<file path="config.mk">
export PLATFORM = sky130hd
export DESIGN_NAME = alu
export DESIGN_NICKNAME = d
export VERILOG_FILES = /design/src/rtl/isa_pkg.sv /design/src/rtl/core_pkg.sv /design/src/rtl/alu.sv
export SDC_FILE = /design/constraint.sdc
export NUM_CORES = 1
export LEC_CHECK = 0
export ABC_AREA = 1
export BUFFER_PORTS_ARGS = -buffer_cell sky130_fd_sc_hd__buf_4
export CORE_ASPECT_RATIO = 0.7
export CORE_MARGIN = 8
export CORE_UTILIZATION = 26
export CTS_BUF_LIST = sky130_fd_sc_hd__clkbuf_2 sky130_fd_sc_hd__clkbuf_4 sky130_fd_sc_hd__clkbuf_8
export CTS_CLUSTER_DIAMETER = 80
export CTS_CLUSTER_SIZE = 25
export DETAILED_ROUTE_END_ITERATION = 6
export GPL_TIMING_DRIVEN = 0
export PLACE_DENSITY_LB_ADDON = 0.15
export SYNTH_ARGS = -nofsm -noshare
export SYNTH_HDL_FRONTEND = slang
export SYNTH_SLANG_ARGS = --single-unit
</file>
<file path="constraint.sdc">
create_clock -name clock -period 5.8 [get_ports clock]
set_clock_uncertainty 0.15 [all_clocks]
set_input_delay 1.16 -clock clock [delete_from_list [all_inputs] [get_ports clock]]
set_output_delay 1.16 -clock clock [all_outputs]
set_load 0.005 [all_outputs]
</file>
<file path="src/rtl/isa_pkg.sv">
package isa_pkg;

    //////////////////////////////
    // operand selects
    //////////////////////////////

    typedef enum logic [1:0] {
        opa_is_rs1  = 2'h0,  // physical source a
        opa_is_pc   = 2'h1,
        opa_is_zero = 2'h2
    } opa_select_t;

    typedef enum logic [1:0] {
        opb_is_rs2   = 2'h0,  // physical source b
        opb_is_i_imm = 2'h1,  // sign extended 12 bit
        opb_is_u_imm = 2'h2   // upper 20 bits
    } opb_select_t;

    // functions seen by both units
    typedef enum logic [3:0] {
        alu_add = 4'h0,
        alu_sub = 4'h1,
        alu_and = 4'h2,
        alu_or  = 4'h3,
        alu_xor = 4'h4,
        alu_sll = 4'h5,
        alu_srl = 4'h6,
        alu_slt = 4'h7,  // signed compare
        alu_mul = 4'h8   // low word only
    } alu_func_t;

    typedef enum logic {
        fu_alu = 1'b0,
        fu_mul = 1'b1
    } fu_type_t;

    //////////////////////////////
    // instruction word views
    //////////////////////////////

    typedef struct packed {
        logic [11:0] imm;
        logic [4:0]  rs1;
        logic [2:0]  funct3;
        logic [4:0]  rd;
        logic [6:0]  opcode;
    } i_format_t;

    typedef struct packed {
        logic [19:0] imm;
        logic [4:0]  rd;
        logic [6:0]  opcode;
    } u_format_t;

    // same 32 bits, read per immediate kind
    typedef union packed {
        i_format_t i;
        u_format_t u;
    } inst_t;

endpackage

</file>
<file path="src/rtl/core_pkg.sv">
package core_pkg;

    //////////////////////////////
    // core sizes
    //////////////////////////////

    localparam int xlen        = 32;
    localparam int prf_size    = 64;  // preg 0 hardwired zero
    localparam int prf_len     = 6;
    localparam int rob_size    = 8;
    localparam int rob_len     = 3;
    localparam int rs_alu_size = 4;
    localparam int rs_mul_size = 2;

    //////////////////////////////
    // packets between blocks
    //////////////////////////////

    // renamed instruction from the front end
    typedef struct packed {
        logic                  valid;
        logic [xlen-1:0]       pc;
        isa_pkg::inst_t        inst;
        isa_pkg::opa_select_t  opa_select;
        isa_pkg::opb_select_t  opb_select;
        isa_pkg::alu_func_t    alu_func;
        isa_pkg::fu_type_t     fu_type;
        logic [prf_len-1:0]    opa_preg_idx;
        logic [prf_len-1:0]    opb_preg_idx;
        logic [prf_len-1:0]    dest_preg_idx;
    } id_packet_t;

    typedef struct packed {
        logic                  valid;
        logic                  opa_ready;
        logic [xlen-1:0]       opa_value;
        logic                  opb_ready;
        logic [xlen-1:0]       opb_value;
        logic [prf_len-1:0]    opa_preg_idx;  // wake-up tag a
        logic [prf_len-1:0]    opb_preg_idx;  // wake-up tag b
        logic [prf_len-1:0]    dest_preg_idx;
        logic [rob_len-1:0]    rob_idx;
        isa_pkg::alu_func_t    alu_func;
    } rs_entry_t;

    typedef struct packed {
        logic [xlen-1:0]       opa_value;
        logic [xlen-1:0]       opb_value;
        isa_pkg::alu_func_t    alu_func;
        logic [prf_len-1:0]    dest_preg_idx;
        logic [rob_len-1:0]    rob_idx;
    } fu_packet_t;

    typedef struct packed {
        logic                  valid;
        logic [prf_len-1:0]    dest_preg_idx;
        logic [rob_len-1:0]    rob_idx;
        logic [xlen-1:0]       value;
    } cdb_packet_t;

    typedef struct packed {
        logic                  valid;
        logic [prf_len-1:0]    dest_preg_idx;
        logic [xlen-1:0]       value;
    } commit_packet_t;

endpackage

</file>
<file path="src/rtl/alu.sv">
`timescale 1ns/1ps

module alu (
    input  logic                  clock,
    input  logic                  reset,
    input  logic                  issue,
    input  core_pkg::fu_packet_t  fu_packet,
    input  logic                  grant,   // cdb won this cycle
    output core_pkg::cdb_packet_t result,
    output logic                  stall
);

    logic [core_pkg::xlen-1:0] opa;
    logic [core_pkg::xlen-1:0] opb;
    logic [core_pkg::xlen-1:0] alu_value;

    assign opa   = fu_packet.opa_value;
    assign opb   = fu_packet.opb_value;
    assign stall = result.valid && !grant;  // held result blocks issue

    always_comb begin
        case (fu_packet.alu_func)
            isa_pkg::alu_add: alu_value = opa + opb;
            isa_pkg::alu_sub: alu_value = opa - opb;
            isa_pkg::alu_and: alu_value = opa & opb;
            isa_pkg::alu_or:  alu_value = opa | opb;
            isa_pkg::alu_xor: alu_value = opa ^ opb;
            isa_pkg::alu_sll: alu_value = opa << opb[4:0];
            isa_pkg::alu_srl: alu_value = opa >> opb[4:0];
            isa_pkg::alu_slt: alu_value = {{(core_pkg::xlen-1){1'b0}},
                                           $signed(opa) < $signed(opb)};
            default:          alu_value = '0;  // mul never routed here
        endcase
    end

    always_ff @(posedge clock) begin
        if (reset) begin
            result.valid <= 1'b0;
        end else if (issue) begin
            result.valid         <= 1'b1;
            result.dest_preg_idx <= fu_packet.dest_preg_idx;
            result.rob_idx       <= fu_packet.rob_idx;
            result.value         <= alu_value;
        end else if (grant) begin
            result.valid <= 1'b0;  // broadcast done
        end
    end

endmodule

</file>
==> flow_metrics.tcl, run 1 <==
set metrics [dict create \
    cts_post_setup_buffers_inserted 0 \
    vdd_ir_drop_max_mv 0.0764 \
    hold_start "result[41]" \
    min_path_cells 4 \
    initial_utilization 0.261 \
    crit_required_ns 5.76 \
    critPathMaxFanout 11 \
    area_growth_pct 16.3 \
    synth.avg_cell_area_sq_um 5.32 \
    grt_util_all_layers 0.261 \
    ff2ff_path_depth 4 \
    final_area_sq_mm 0.0127 \
    utilization 0.303 \
    critical_path_arrival_ns 4.60 \
    powerDensity_mw_per_mm2 140 \
    vias 14600 \
    synth.distinct_cells 40 \
    antenna_found_initial 3 \
    critical_path_class "primary input to flip-flop" \
    die_area_sq_mm 0.0490 \
    ys_ff_latch 42 \
    holdPathEnd "result[41]" \
    drtIter0Drc 2003 \
    critPathSlowestCell "buf_1" \
    ioPinCount 124 \
    final_cells 2742 \
    timing.final.ws_setup_ns 1.16 \
    clockBufferDepth 2 \
    critPathTopFamily "buffers and inverters" \
    worstHoldPathType "flip-flop to flip-flop" \
    core_sq_mm 0.0419 \
    fp.dieH_um 188 \
    ant_nets 0 \
    hold_viol_final 0 \
    globalplace.congestion 1.03 \
    cts_root_buf "clkbuf_8" \
    first_pass_iters 6 \
    cts_resized 0 \
    dpl_cell_area_sq_mm 0.0126 \
    overflow 0 \
    startpoint_type "primary input" \
    grt_pass1_wl_mm 93.3 \
    clkTransAtPathRegs_ns 0.13 \
    slowest_delay_ns 0.56 \
    post_drt_wl_per_cell_um 24.2 \
    std_cell_rows 63 \
    drv_slew 0 \
    finalSetupViolCount 0 \
    worst_pin_slew_ns 1.07 \
    pre_cts_ws_ns 0.919 \
    dpl.hpwl_mm 56.0 \
    layout_min_cycle_time_ns 4.64 \
    grt_start_max_net_pins 24 \
    top_regs "result x42" \
    die_x_um 261 \
    rsz0062_at_grt "no" \
    power_mw 1.78 \
    end_kind "flip-flop" \
    max_slew_margin 0.286 \
    finalSetupTns_ns 0 \
    clk_latency_ns 0.35 \
    portBuffers 123 \
    layout-drive-gt1-share 0.0951 \
    status "finished, final reports clean" \
    netlist_area_sq_mm 0.0109 \
    worstReg2RegStart "result[41]" \
    place_inst 2732 \
    ys_warn_count 0 \
    maxCapViolations 0 \
    wl_mm 66.3 \
    ff2ff_setup_slack_ns 4.92 \
    max_flop_register "result" \
    nets 2376 \
    cp.buffers_inverters 7 \
    crit_chain "buf_4 > buf_2 > inv_1 > buf_2 > buf_1 > ha_1 > inv_1 > nand2_1 > and2_1 > buf_2 > a21oi_1 > nand2_1 > nand3_1 > nand3_1 > nor2_1 > nand2_1" \
    startpoint "fu_packet[16]" \
    seq_area_frac_synth 0.114 \
    clkSinkCount 42 \
    drc 0 \
    htreeDepth 2 \
    largest_reg_flops 42 \
    ctsHoldBuffers 0 \
    via_per_inst 5.32 \
    reg2reg_to "result[41]" \
    syn_inst 2056 \
    first_global_vias 13100 \
    cts_buffers 5 \
    syn-num-nets 2245 \
    timing.final.crit_share 0.799 \
    p_leak_nw 6.92 \
    cts_tree "yes" \
    fmax_mhz 216 \
    whs_ns 0.388 \
]
routing by layer:
layer  part of all wire  global-route usage  up-vias
li1                   -                   -     6897
met1               0.49               0.410     6778
met2               0.38               0.352      846
met3               0.11              0.0610       68
met4              0.019              0.0487        2
met5            0.00020                   0        -
power by group:
part / switching [mW] / internal (mW)
registers: 0.00620 / 0.363
clock network: 0.148 / 0.173
logic: 0.777 / 0.312
area by class of cell:
| class | instances | area (sq um) |
|---|---|---|
| multi-input combinational | 1606 | 8050 |
| sequential | 42 | 1250 |
| timing repair buffer | 124 | 943 |
| inverter | 317 | 1190 |
| antenna | 2 | 5.00 |
| tap | 552 | 691 |
| fill | 4896 | 29200 |
| buffer | 91 | 438 |
| clock buffer | 5 | 68.8 |
| clock inverter | 3 | 68.8 |
logic make-up after synthesis:
group	synth area share
fa+ha+maj	0.125
xor+xnor	0.000802
buf+inv	0.149
simple gates	0.512
flops	0.114
compound gates	0.0985
synth_stat cells, drive strengths merged:
cell type | count | area (sq um)
and3 | 6 | 37.5
fa | 2 | 40.0
o21ai | 50 | 250
ha | 106 | 1330
xor2 | 1 | 8.76
or2 | 5 | 31.3
clkinv | 2 | 7.51
a21o | 1 | 7.51
nand3b | 2 | 15.0
o31ai | 2 | 15.0
edfxtp | 41 | 1230
o22ai | 29 | 181
o211ai | 17 | 133
nor4 | 3 | 18.8
dfxtp | 1 | 20.0
a211oi | 2 | 15.0
o21a | 5 | 37.5
a21oi | 69 | 345
nand3 | 397 | 1990
clkbuf | 14 | 52.6
nand4 | 27 | 169
a31oi | 6 | 37.5
o2111ai | 1 | 8.76
buf | 77 | 385
and2 | 16 | 100
nand2 | 636 | 2390
nor2 | 193 | 727
inv | 315 | 1180
nor3 | 24 | 120
o21bai | 6 | 45.0
worst reg2reg max path: cells and delay by family, from the launching register on:
kind / cells / cell delay, ns
simple gates: 1 / 0.12
buf+inv: 2 / 0.09
compound gates: 1 / 0.11
flops: 1 / 0.34
worst max path at each step:
stage / depth (start not counted) / to / slack [ns]
after CTS: 16 / result[8] / 1.31
after global placement: 3 / result[29] / 0.84
after detailed placement: 16 / result[8] / 0.92
after floorplan: 2 / result[0] / 2.27
after global routing: 16 / result[8] / 1.10
final: 16 / result[8] / 1.16
layout by cell type, fill, tap and decap left out, types with 29 or more instances in the layout:
| cell | synthesis | layout |
|---|---|---|
| nand2_1 | 635 | 635 |
| nand3_1 | 397 | 397 |
| inv_1 | 312 | 312 |
| nor2_1 | 192 | 191 |
| buf_4 | 3 | 126 |
| ha_1 | 106 | 106 |
| a21oi_1 | 69 | 69 |
| buf_2 | 62 | 62 |
| edfxtp_1 | 41 | 41 |
| o21ai_0 | 35 | 35 |
| o22ai_1 | 29 | 29 |
Note: power is estimated with default switching activity, not from simulation.
==> inputs of run 2 (changes only) <==
--- a/config.mk
+++ b/config.mk
@@ -5,7 +5,7 @@
 export SDC_FILE = /design/constraint.sdc
 export NUM_CORES = 1
 export LEC_CHECK = 0
-export ABC_AREA = 1
+export ABC_AREA = 0
 export BUFFER_PORTS_ARGS = -buffer_cell sky130_fd_sc_hd__buf_4
 export CORE_ASPECT_RATIO = 0.7
 export CORE_MARGIN = 8
==> constraint.sdc (replaced) <==
create_clock -name clock -period 4.3 [get_ports clock]
set_clock_uncertainty 0.15 [all_clocks]
set_input_delay 0.86 -clock clock [delete_from_list [all_inputs] [get_ports clock]]
set_output_delay 0.86 -clock clock [all_outputs]
set_load 0.005 [all_outputs]
==> flow_metrics.tcl, run 2 <==
set metrics [dict create \
    fmax_mhz 231 \
    cts_buffers 5 \
    crit_chain "buf_4 > clkbuf_1 > nand2_1 > clkdlybuf4s15_1 > o21ai_0 > a311oi_1 > o21ai_0" \
    nets 1528 \
    syn_inst 1208 \
    maxCapViolations 0 \
    syn-num-nets 1397 \
    worstHoldPathType "flip-flop to flip-flop" \
    antenna_cells 0 \
    ant_nets 0 \
    hold_viol_final 0 \
    status "finished with violations" \
    globalplace.congestion 1.06 \
    first_global_vias 9955 \
    utilization 0.318 \
    synth_area_leader_cell "ha_1" \
    initial_utilization 0.265 \
    seq_area_frac_synth 0.140 \
    grt_util_all_layers 0.238 \
    layout_min_cycle_time_ns 4.32 \
    vdd_ir_drop_max_mv 0.105 \
    htreeDepth 2 \
    critical_path_arrival_ns 4.19 \
    synth.most_common_cell "o21ai_0" \
    dpl.hpwl_mm 42.1 \
    end_kind "flip-flop" \
    yosysTopAreaCellShare 0.148 \
    antenna_found_initial 3 \
    ys_ff_latch 42 \
    timing.final.ws_setup_ns -0.0222 \
    seqCellArea_sq_mm 0.00125 \
    die_area_sq_mm 0.0407 \
    first_pass_iters 7 \
    synthTopCellsByCount "129 x o21ai_0, 115 x a21oi_1, 112 x nor2_1, 106 x ha_1, 101 x mux2i_1" \
    overflow 0 \
    grt_start_max_net_pins 34 \
    die_x_um 238 \
    worst_pin_slew_ns 1.18 \
    violations "setup timing" \
    clk_latency_ns 0.29 \
    portBuffers 123 \
    mostFrequentLayoutCells "128 x o21ai_0, 128 x buf_4, 115 x a21oi_1" \
    slowest_delay_ns 0.83 \
    powerDensity_mw_per_mm2 204 \
    p_leak_nw 4.54 \
    ioPinCount 124 \
    clkSinkCount 42 \
    area_growth_pct 19.9 \
    multi_input_area_sq_mm 0.00711 \
    fp.dieH_um 171 \
    synthArstFlopShare 0 \
    crit_top_cell "o21ai_0" \
    critPathMaxFanout 10 \
    max_slew_margin 0.215 \
    drc 0 \
    vias 10300 \
    crit_required_ns 4.16 \
    post_drt_wl_per_cell_um 27.8 \
    critPathSlowestCell "o21ai_0" \
    timing.final.crit_share 1.01 \
    ys_warn_count 0 \
    finalSetupViolCount 1 \
    fillers 3666 \
    layout-drive-gt1-share 0.148 \
    clockBufferDepth 2 \
    netlist_area_sq_mm 0.00895 \
    ctsHoldBuffers 0 \
    clkTransAtPathRegs_ns 0.08 \
    rsz0062_at_grt "yes" \
    max_flop_register "result" \
    wl_mm 50.2 \
    synth.distinct_cells 69 \
    top_regs "result x42" \
    grt_pass1_wl_mm 71.2 \
    synth.avg_cell_area_sq_um 7.41 \
    largest_reg_flops 42 \
    startpoint_type "primary input" \
    via_per_inst 5.73 \
    critPathTopFamily "buffers and inverters" \
    cts_root_buf "clkbuf_8" \
    drv_slew 0 \
    synthTopCellsByArea "ha_1 15%, edfxtp_1 14%, mux2i_1 11%" \
    core_sq_mm 0.0337 \
    synth_edf_count 41 \
    cts_tree "yes" \
    whs_ns 0.466 \
    drtIter0Drc 1249 \
    critical_path_class "primary input to flip-flop" \
    ys.flop_type "edfxtp_1" \
    std_cell_rows 56 \
    cp.buffers_inverters 3 \
]
## run 2: cell count changes after synthesis, moves of 18 or more
cell / delta
inv_1: -220
xnor2_1: +24
a21oi_1: +46
a22oi_1: +37
o21ai_0: +94
nor2_1: -80
nand2_1: -564
buf_2: -46
mux2i_1: +101
nand4_1: -18
nand3_1: -382
nand2b_1: +21
clkbuf_1: +32
## run 2: worst paths after layout
path / from / endpoint / slack [ns] / cells past startpoint
worst min register to register: result[41] / result[41] / 0.47 / 3
worst max-delay path: fu_packet[9] / result[15] / -0.02 / 7
worst max register to register: result[41] / result[41] / 3.45 / 3
worst min-delay path: result[41] / result[41] / 0.47 / 3
## run 2: metal layers
layer,global-route usage,up-vias,share of wire
li1,-,4702,-
met1,0.342,4984,0.47
met2,0.318,578,0.37
met3,0.0970,64,0.13
met4,0.0579,4,0.024
met5,0.0182,-,0.0023
## run 2: final cells by class
class | count | area share
Clock inverter | 3 | 0.00420
Clock buffer | 5 | 0.00642
Multi-Input combinational cell | 990 | 0.663
Inverter | 94 | 0.0341
Timing Repair Buffer | 129 | 0.0915
Sequential cell | 42 | 0.117
Buffer | 77 | 0.0304
Tap cell | 464 | 0.0541
## run 2: timing repair
| item | CTS | global route |
|---|---|---|
| buffers inserted | 4 | 1 |
| gates resized for setup | 14 | 12 |
| endpoints found under the setup margin | 29 | 18 |
| pin swaps | 4 | 2 |
| hold endpoints to repair | 0 | 0 |
| cloned | 0 | 0 |
## run 2: where the power goes
part / switching [mW] / internal [mW] / leakage, nW / total (mW)
logic: 0.923 / 0.458 / 4.12 / 1.38
clock network: 0.134 / 0.173 / 0.0504 / 0.307
registers: 0.00882 / 0.489 / 0.366 / 0.498
## run 2: stage by stage
stage	std cells	area (sq um)	TNS, ns	worst slack (ns)	power, mW
3_3_place_gp	1795	10500	-41.69	-2.03	1.82
4_1_cts	1804	10700	0	0.0129	2.14
2_1_floorplan	1208	8950	0	0.0567	1.24
3_5_place_dp	1796	10500	-37.70	-1.88	1.80
5_1_grt	1804	10700	-0.109	-0.0596	2.30
6_report	1804	10700	-0.0222	-0.0222	2.19
## run 2: worst reg2reg max path, stage by stage (launching register included)
cell,delay (ns)
dfxtp_1,0.34
nor2b_1,0.17
nor2_1,0.05
nor2_1,0.08
## run 2: cells by family after synthesis
family | after synthesis | synth area share
AO/OA/AOI/OAI | 439 | 0.309
XOR/XNOR | 30 | 0.0294
adder cells (fa/ha/maj) | 108 | 0.153
buffers and inverters | 176 | 0.0771
flip-flops | 42 | 0.140
multiplexers | 113 | 0.136
AND/OR/NAND/NOR | 300 | 0.156
