==> config.mk <==
export PLATFORM = sky130hd
export DESIGN_NAME = dispatch_stage
export DESIGN_NICKNAME = d
export VERILOG_FILES = /design/src/rtl/isa_pkg.sv /design/src/rtl/core_pkg.sv /design/src/rtl/dispatch_stage.sv
export SDC_FILE = /design/constraint.sdc
export NUM_CORES = 1
export LEC_CHECK = 0
export ABC_AREA = 1
export BUFFER_PORTS_ARGS = -buffer_cell sky130_fd_sc_hd__buf_2
export CAP_MARGIN = 0
export CORE_AREA = 2 2 101 103
export DETAILED_ROUTE_END_ITERATION = 7
export DIE_AREA = 0 0 103 105
export GPL_ROUTABILITY_DRIVEN = 0
export GPL_TIMING_DRIVEN = 0
export SLEW_MARGIN = 20
export SYNTH_ARGS = -nofsm -noshare
export SYNTH_HDL_FRONTEND = slang
export SYNTH_SLANG_ARGS = --single-unit
==> constraint.sdc <==
create_clock -name vclk -period 1.9
set_clock_uncertainty 0.1 [all_clocks]
set_input_delay 0.095 -clock vclk [all_inputs]
set_output_delay 0.095 -clock vclk [all_outputs]
set_load 0.02 [all_outputs]
==> src/rtl/isa_pkg.sv <==
package isa_pkg;

    //////////////////////////////
    // operand selects
    //////////////////////////////

    typedef enum logic [1:0] {
        opa_is_rs1  = 2'h0,  // physical source a
        opa_is_pc   = 2'h1,
        opa_is_zero = 2'h2
    } opa_select_t;

    typedef enum logic [1:0] {
        opb_is_rs2   = 2'h0,  // physical source b
        opb_is_i_imm = 2'h1,  // sign extended 12 bit
        opb_is_u_imm = 2'h2   // upper 20 bits
    } opb_select_t;

    // functions seen by both units
    typedef enum logic [3:0] {
        alu_add = 4'h0,
        alu_sub = 4'h1,
        alu_and = 4'h2,
        alu_or  = 4'h3,
        alu_xor = 4'h4,
        alu_sll = 4'h5,
        alu_srl = 4'h6,
        alu_slt = 4'h7,  // signed compare
        alu_mul = 4'h8   // low word only
    } alu_func_t;

    typedef enum logic {
        fu_alu = 1'b0,
        fu_mul = 1'b1
    } fu_type_t;

    //////////////////////////////
    // instruction word views
    //////////////////////////////

    typedef struct packed {
        logic [11:0] imm;
        logic [4:0]  rs1;
        logic [2:0]  funct3;
        logic [4:0]  rd;
        logic [6:0]  opcode;
    } i_format_t;

    typedef struct packed {
        logic [19:0] imm;
        logic [4:0]  rd;
        logic [6:0]  opcode;
    } u_format_t;

    // same 32 bits, read per immediate kind
    typedef union packed {
        i_format_t i;
        u_format_t u;
    } inst_t;

endpackage

==> src/rtl/core_pkg.sv <==
package core_pkg;

    //////////////////////////////
    // core sizes
    //////////////////////////////

    localparam int xlen        = 32;
    localparam int prf_size    = 64;  // preg 0 hardwired zero
    localparam int prf_len     = 6;
    localparam int rob_size    = 8;
    localparam int rob_len     = 3;
    localparam int rs_alu_size = 4;
    localparam int rs_mul_size = 2;

    //////////////////////////////
    // packets between blocks
    //////////////////////////////

    // renamed instruction from the front end
    typedef struct packed {
        logic                  valid;
        logic [xlen-1:0]       pc;
        isa_pkg::inst_t        inst;
        isa_pkg::opa_select_t  opa_select;
        isa_pkg::opb_select_t  opb_select;
        isa_pkg::alu_func_t    alu_func;
        isa_pkg::fu_type_t     fu_type;
        logic [prf_len-1:0]    opa_preg_idx;
        logic [prf_len-1:0]    opb_preg_idx;
        logic [prf_len-1:0]    dest_preg_idx;
    } id_packet_t;

    typedef struct packed {
        logic                  valid;
        logic                  opa_ready;
        logic [xlen-1:0]       opa_value;
        logic                  opb_ready;
        logic [xlen-1:0]       opb_value;
        logic [prf_len-1:0]    opa_preg_idx;  // wake-up tag a
        logic [prf_len-1:0]    opb_preg_idx;  // wake-up tag b
        logic [prf_len-1:0]    dest_preg_idx;
        logic [rob_len-1:0]    rob_idx;
        isa_pkg::alu_func_t    alu_func;
    } rs_entry_t;

    typedef struct packed {
        logic [xlen-1:0]       opa_value;
        logic [xlen-1:0]       opb_value;
        isa_pkg::alu_func_t    alu_func;
        logic [prf_len-1:0]    dest_preg_idx;
        logic [rob_len-1:0]    rob_idx;
    } fu_packet_t;

    typedef struct packed {
        logic                  valid;
        logic [prf_len-1:0]    dest_preg_idx;
        logic [rob_len-1:0]    rob_idx;
        logic [xlen-1:0]       value;
    } cdb_packet_t;

    typedef struct packed {
        logic                  valid;
        logic [prf_len-1:0]    dest_preg_idx;
        logic [xlen-1:0]       value;
    } commit_packet_t;

endpackage

==> src/rtl/dispatch_stage.sv <==
`timescale 1ns/1ps

module dispatch_stage (
    input  logic                         dispatch_enable,
    input  core_pkg::id_packet_t         id_packet,
    input  logic                         rob_full,
    input  logic                         rs_alu_full,
    input  logic                         rs_mul_full,
    input  logic [core_pkg::rob_len-1:0] rob_tail,
    input  logic                         opa_ready,  // from prf
    input  logic [core_pkg::xlen-1:0]    opa_value,
    input  logic                         opb_ready,
    input  logic [core_pkg::xlen-1:0]    opb_value,
    output logic                         dispatch_accept,
    output logic                         alu_dispatch,
    output logic                         mul_dispatch,
    output core_pkg::rs_entry_t          rs_entry
);

    logic is_mul;
    logic target_full;

    // steering and acceptance
    assign is_mul          = (id_packet.fu_type == isa_pkg::fu_mul);
    assign target_full     = is_mul ? rs_mul_full : rs_alu_full;
    assign dispatch_accept = dispatch_enable && id_packet.valid && !rob_full && !target_full;
    assign alu_dispatch    = dispatch_accept && !is_mul;
    assign mul_dispatch    = dispatch_accept && is_mul;

    always_comb begin
        rs_entry               = '0;
        rs_entry.valid         = id_packet.valid;
        rs_entry.opa_preg_idx  = id_packet.opa_preg_idx;
        rs_entry.opb_preg_idx  = id_packet.opb_preg_idx;
        rs_entry.dest_preg_idx = id_packet.dest_preg_idx;
        rs_entry.rob_idx       = rob_tail;  // slot allocated this cycle
        rs_entry.alu_func      = id_packet.alu_func;

        // opa mux, non register sources are ready at once
        rs_entry.opa_ready = 1'b1;
        case (id_packet.opa_select)
            isa_pkg::opa_is_rs1: begin
                rs_entry.opa_ready = opa_ready;
                rs_entry.opa_value = opa_value;
            end
            isa_pkg::opa_is_pc: rs_entry.opa_value = id_packet.pc;
            default:            rs_entry.opa_value = '0;
        endcase

        // opb mux
        rs_entry.opb_ready = 1'b1;
        case (id_packet.opb_select)
            isa_pkg::opb_is_rs2: begin
                rs_entry.opb_ready = opb_ready;
                rs_entry.opb_value = opb_value;
            end
            isa_pkg::opb_is_i_imm: rs_entry.opb_value =
                {{(core_pkg::xlen-12){id_packet.inst.i.imm[11]}}, id_packet.inst.i.imm};
            isa_pkg::opb_is_u_imm: rs_entry.opb_value = {id_packet.inst.u.imm, 12'h000};
            default:               rs_entry.opb_value = '0;
        endcase
    end

endmodule

==> results.tsv, run 1 <==
metric	value	unit
routed.top_layer	met4	
crit_type	in2out	
synth_top_area_share	42.0	%
avgSynthCellArea	4.66	um2
drive_gt1_share	56.6	%
io_pins	260	
cp-end-kind	primary output	
yosys_warnings	0	
period_share	60.5	%
port_buffers	222	
setup_tns	0	ns
rows	36	
synthCells	255	
worstHoldPathType	in2out	
diodes	0	
cts_setup_buffers	0	
cp_common_cell	buf_2	
hold_start	id_packet[3]	
ys_top_cells_by_area	nand2_1 (42%), nand3_1 (27%), buf_4 (19%)	
drtIter0Drc	57	
final_net_count	644	
coreArea	9640	um2
hold_viol_final	0	
nFlopsAndLatches	0	
crit_arrival	0.95	ns
status	finished, final reports clean	
crit_start	id_packet[24]	
vias	2357	
wl_per_cell	10.1	um
antenna_found_initial	0	
gr-usage-all-layers	9.74	%
timing.final.ws_setup	0.750	ns
num-clock-buffers	0	
tightest_slew	0.215	ns
finalMaxSlewViolations	0	
syn_nets	420	
dr_wl_met3	658	um
crit_cells	6	
ant_nets	0	
start_util	12.3	%
path_buf_inv	3	
power	0.000666	W
drc	0	
grt_pass1_wl	8980	um
gr-total-overflow	0	
crit_chain	buf_2, nor2_4, buf_2, nand2_1, nand2_1, buf_2	
die_area	10800	um2
fmax	870	MHz
die_h	105	um
viasPerCell	3.86	
cp.required	1.70	ns
syn_to_final_growth	108	%
relSlewSlack	85.6	%
startpoint_type	input pin	
irDropWorstVdd	0.107	mV
hpwlAfterDp	5440	um
critical_path_peak_fanout	10	
finalCriticalPeriod	1.15	ns
p_leak	1.69	nW
yosysTopAreaCell	nand2_1	
fin_area	2460	um2
netlist_area	1190	um2
synth_cell_types	9	
routed_wl	6150	um
hold_path_depth	2	
placed_area	2460	um2
cts_hold_buf	0	
worst_path_max_delay_cell	buf_2	
wl_met2	3220	um
first_global_vias	2049	
drv_cap	0	
rsz0062_at_grt	no	
met1_length	2230	um
drt_pass1_iterations	4	
setup_viol	0	
pre_cts_ws	0.747	ns
grt_max_degree	11	
fp.dieW	103	um
powerDensity	270	nW/um2
cts_repair_resize_count	0	
critPathMaxStageDelay	0.25	ns
regArea	0	um2
crit_family	buffers and inverters	
ys_seq_area_share	0	%
-- power breakdown --
group / switching (W) / internal, W / total, W
clock network: 0 / 0 / 0
logic: 0.000386 / 0.000280 / 0.000666
registers: 0 / 0 / 0
-- cell type report --
| class | count | area [um2] |
|---|---|---|
| timing repair buffer | 222 | 1110 |
| buffer | 45 | 300 |
| inverter | 6 | 22.5 |
| fill | 1173 | 7170 |
| multi-input combinational | 204 | 865 |
| tap | 133 | 166 |
-- stage by stage --
stage	std cells	hold slack, ns	utilization [%]
floorplan	255	0.179	-
global placement	610	0.308	25.6
detailed placement	610	0.308	25.6
CTS	610	0.308	25.6
global route	610	0.310	25.6
finish	610	0.307	25.6
-- layer usage --
metal	track usage, %	vias up
met4	0.564	0
met3	0.870	4
met5	0	-
met1	10.4	981
met2	20.5	145
li1	-	1227
-- synthesized netlist by cell type --
cell	number
inv_1	5
buf_2	15
buf_4	30
nand3_1	65
nor2_4	2
nor3_1	2
inv_2	1
nor2_1	2
nand2_1	133
-- final timing paths --
| check | to |
|---|---|
| setup / recovery | rs_entry[30] |
| hold / removal | rs_entry[10] |
-- layout by cell type, fill, tap and decap left out --
master / n
nand2_1: 133
nand3_1: 65
buf_2: 237
inv_2: 1
nor2_4: 2
buf_4: 30
nor2_1: 2
inv_1: 5
nor3_1: 2
-- logic make-up after synthesis --
group | count (synthesis) | synth area share (%)
and+or+nand+nor | 204 | 72.8
buffers and inverters | 51 | 27.2
Power figures use the tool's default switching activity.
==> inputs of run 2 (changes only) <==
Settings changed: ABC_AREA 1 to 0, CORE_AREA 2 2 101 103 to 2 2 100 102, DIE_AREA 0 0 103 105 to 0 0 102 104.
Clock period 1.9 ns to 1.1 ns, I/O delays scaled along.
==> run 2 against run 1 <==
  * Synthesized cell count down 29%
  * Final area rose by 8.8%
  * Synthesized area grew 17%
  * Critical path depth is 1 lower
  * Power grew 93%
  * Global-route usage up 2.6 points
  * Clock-buffer cell count unchanged
  * Worst setup slack got worse by 0.70 ns
  * Die area shrank 1.9%
  * Utilization rose by 2.5 points
  * Highest routed layer is now met5
==> results.tsv, run 2 <==
metric	value	unit
ys_top_cells_by_area	mux2i_1 (46%), buf_4 (16%), o2bb2ai_1 (13%)	
grt_max_degree	11	
grt_pass1_wl	10500	um
fill_cells	1092	
netlist_area	1400	um2
avgSynthCellArea	7.67	um2
yosysTopAreaCell	mux2i_1	
syn_nets	347	
relSlewSlack	73.6	%
synth_cell_types	15	
drv_cap	0	
num-clock-buffers	0	
crit_type	in2out	
rsz0062_at_grt	yes	
routed_wl	7430	um
irDropWorstVdd	0.237	mV
synthTopCellsByCount	mux2i_1 (64), nor2_1 (44), buf_4 (29), o2bb2ai_1 (20), buf_2 (6)	
setup_viol	0	
hold_start	id_packet[7]	
start_util	14.6	%
regArea	0	um2
cp.required	0.94	ns
ant_nets	0	
port_buffers	219	
drtIter0Drc	24	
final_common_cell	buf_2	
status	finished, final reports clean	
drt_pass1_iterations	4	
gr-usage-all-layers	12.3	%
drive_gt1_share	65.8	%
hold_slack	0.227	ns
nFlopsAndLatches	0	
gr-total-overflow	0	
startpoint_type	input pin	
cts_hold_buf	0	
yosys_warnings	0	
met1_length	2430	um
cp-end-kind	primary output	
antenna_found_initial	2	
setup_tns	0	ns
drc	0	
hold_end	rs_entry[14]	
fp.dieW	102	um
yosysMostFrequentCell	mux2i_1	
wl_met2	4100	um
finalCriticalPeriod	1.05	ns
first_global_vias	2076	
hold_viol_final	0	
p_leak	1.65	nW
final_net_count	568	
die_area	10600	um2
finalMaxSlewViolations	0	
critical_path_peak_fanout	10	
synth_top_area_share	45.9	%
vias	2131	
routed.top_layer	met5	
powerDensity	480	nW/um2
period_share	95.5	%
crit_arrival	0.89	ns
hpwlAfterDp	6890	um
layout_common_cells	buf_2 (217), mux2i_1 (64), nor2_1 (44)	
rows	36	
wl_per_cell	13.9	um
io_pins	260	
fmax	952	MHz
synthCells	182	
hold_path_depth	2	
tightest_slew	0.396	ns
dr_wl_met3	815	um
die_h	104	um
ys_seq_area_share	0	%
worstHoldPathType	in2out	
viasPerCell	3.98	
syn_to_final_growth	92.3	%
coreArea	9550	um2
## run 2: changes by cell type in the layout (fill, tap and decap cells not counted), sizes merged, moves of 6 or more
cell and change:
o2bb2ai +20, nand3 -65, nor2 +40, inv -6, mux2i +64, buf -7, nand2 -133
## run 2: worst max-delay path by stage
stage                   from  depth (start not counted)         endpoint  slack (ns)
2_1_floorplan       rob_full                          2  dispatch_accept        0.14
3_3_place_gp   id_packet[24]                          4     rs_entry[47]        0.01
3_5_place_dp   id_packet[24]                          4     rs_entry[42]       -0.01
4_1_cts        id_packet[24]                          4     rs_entry[53]       0.007
5_1_grt        id_packet[24]                          5     rs_entry[51]       -0.02
6_report       id_packet[24]                          5     rs_entry[56]        0.05
## run 2: metrics by stage
step           util, %  instances  power [W]  area (um2)  worst slack [ns]
4_1_cts           27.8        534    0.00129        2660           0.00731
3_3_place_gp      27.8        534    0.00127        2660            0.0108
5_1_grt           28.1        535    0.00138        2680           -0.0167
3_5_place_dp      27.8        534    0.00129        2660           -0.0102
6_report          28.1        535    0.00129        2680            0.0500
2_1_floorplan        -        182   0.000752        1400             0.142
## run 2: critical path: stages
cell	delay [ns]
buf_2	0.13
nor2b_2	0.16
buf_4	0.19
o2bb2ai_1	0.17
buf_4	0.18
## run 2: logic make-up (layout without fill, tap and decap cells)
family          Yosys count  after routing  share of synthesized area [%]
mux                      64             64                           45.9
simple gates             51             51                           15.2
buf+inv                  46            265                           25.7
compound gates           21             21                           13.1
other cells               0              1                              0
## run 2: area by class of cell
| type | instances | area (um2) | share of cell area, % |
|---|---|---|---|
| Timing Repair Buffer | 219 | 1110 | 41.5 |
| Multi-Input combinational cell | 136 | 1040 | 38.6 |
| Buffer | 46 | 364 | 13.6 |
| Tap cell | 133 | 166 | 6.20 |
| Antenna cell | 1 | 2.50 | 0.0933 |
## run 2: timing repair
item / 4_1_cts / 5_1_grt
gates resized for setup: 1 / 10
setup buffers: 0 / 0
endpoints found under the setup margin: 2 / 9
## run 2: layer usage
| metal | GRT usage (%) | vias up |
|---|---|---|
| met5 | 0 | - |
| met4 | 1.05 | 2 |
| met3 | 2.02 | 6 |
| met2 | 27.4 | 158 |
| met1 | 11.4 | 910 |
| li1 | - | 1055 |
## run 2: power breakdown
group	switching (W)	leakage [nW]	internal (W)
logic	0.000704	1.65	0.000583
registers	0	0	0
clock network	0	0.00000634	0.000000000121
total	0.000704	1.65	0.000583
==> inputs of run 3 (changes only) <==
Settings changed: CORE_AREA 2 2 100 102 to 2 2 101 103, DIE_AREA 0 0 102 104 to 0 0 103 105.
Clock period 1.1 ns to 1.3 ns, I/O delays scaled along.
==> run 3 against run 2 <==
  * Worst hold slack gained 0.020 ns
  * Via count fell by 0.19%
  * Non-clock buffer count stayed put
  * Global-route usage fell by 0.57 points
  * Sequential cell count unchanged
  * Sequential share of layout area unchanged
  * Worst setup slack better by 0.082 ns
  * Cell count shrank 0.19%
  * Final area shrank 0.93%
  * Critical endpoint is now rs_entry[31]
  * Largest cell class unchanged
==> results.tsv, run 3 (same netlist as run 2, synthesis figures left out) <==
metric	value	unit
pre_cts_ws	0.0643	ns
cp.required	1.13	ns
port_buffers	219	
placed_area	2660	um2
hpwlAfterDp	6840	um
final_common_cell	buf_2	
gr-usage-all-layers	11.8	%
drtIter0Drc	28	
cts_hold_buf	0	
fill_cells	1083	
startpoint_type	input pin	
num-clock-buffers	0	
tightest_slew	0.631	ns
switching_share	55.4	%
pwr-share-comb	100.0	%
die_area	10800	um2
grt_pass1_wl	10100	um
drt_pass1_iterations	5	
fp.dieW	103	um
first_global_vias	2008	
setup_viol	0	
setup_tns	0	ns
routed_wl	7520	um
finalMaxSlewViolations	0	
wl_per_cell	14.1	um
cts_setup_buffers	0	
layout_common_cells	buf_2 (225), mux2i_1 (64), nor2_1 (44)	
finalCriticalPeriod	1.17	ns
io_pins	260	
hold_viol_final	0	
clkPwrFrac	0	%
powerDensity	406	nW/um2
utilization	27.6	%
timing.final.ws_setup	0.132	ns
critical_path_peak_fanout	10	
drc	0	
fmax	856	MHz
final_net_count	568	
intPower	0.000482	W
rows	36	
die_h	105	um
seqPwrFrac	0	%
grt_max_degree	11	
worstHoldPathType	in2out	
multiInputGateArea	1040	um2
syn_to_final_growth	90.5	%
cp-end-kind	primary output	
p_leak	1.64	nW
crit_type	in2out	
rsz0062_at_grt	no	
period_share	89.8	%
start_util	14.5	%
drive_gt1_share	65.3	%
viasPerCell	3.98	
status	finished, final reports clean	
dpl.cell_count	534	
fin_area	2660	um2
cts_repair_resize_count	0	
drv_cap	0	
vias	2127	
coreArea	9640	um2
gr-total-overflow	0	
irDropWorstVdd	0.182	mV
fin_cells	534	
nFlopsAndLatches	0	
ant_nets	0	
diodes	0	
regArea	0	um2
antenna_found_initial	0	
p_sw	0.000598	W
crit_arrival	1.00	ns
relSlewSlack	57.9	%
-- run 3: cell type report --
type                       count  share of cell area [%]
timing repair buffer         219                    41.2
tap                          133                    6.26
buffer                        46                    13.5
multi-input combinational    136                    39.0
-- run 3: path summary, 6_finish.rpt --
path           from           end  cells after the start
min     rob_tail[1]   rs_entry[5]                      2
max   id_packet[24]  rs_entry[31]                      4
-- run 3: metal layers --
| metal | GRT usage (%) | vias up | share of wire [%] |
|---|---|---|---|
| met5 | 0 | - | 0 |
| met4 | 0.470 | 0 | 0.45 |
| met3 | 1.27 | 2 | 10 |
| met2 | 26.2 | 164 | 55 |
| met1 | 11.4 | 909 | 34 |
| li1 | - | 1052 | - |
-- run 3: critical path, stage by stage --
cell and delay (ns):
buf_2 0.14, clkbuf_1 0.51, nor2_1 0.10, buf_2 0.18
-- run 3: power groups by stage --
stage               sequential [W]  combinational, W  clock [W]
global route                     0           0.00116          0
finish                           0           0.00108          0
CTS                              0           0.00109          0
floorplan                        0          0.000636          0
detailed placement               0           0.00109          0
global placement                 0           0.00108          0
-- run 3: stage by stage --
| step | total power, W | hold slack, ns |
|---|---|---|
| 2_1_floorplan | 0.000636 | 0.112 |
| 3_3_place_gp | 0.00108 | 0.249 |
| 3_5_place_dp | 0.00109 | 0.248 |
| 4_1_cts | 0.00109 | 0.248 |
| 5_1_grt | 0.00116 | 0.252 |
| 6_report | 0.00108 | 0.247 |
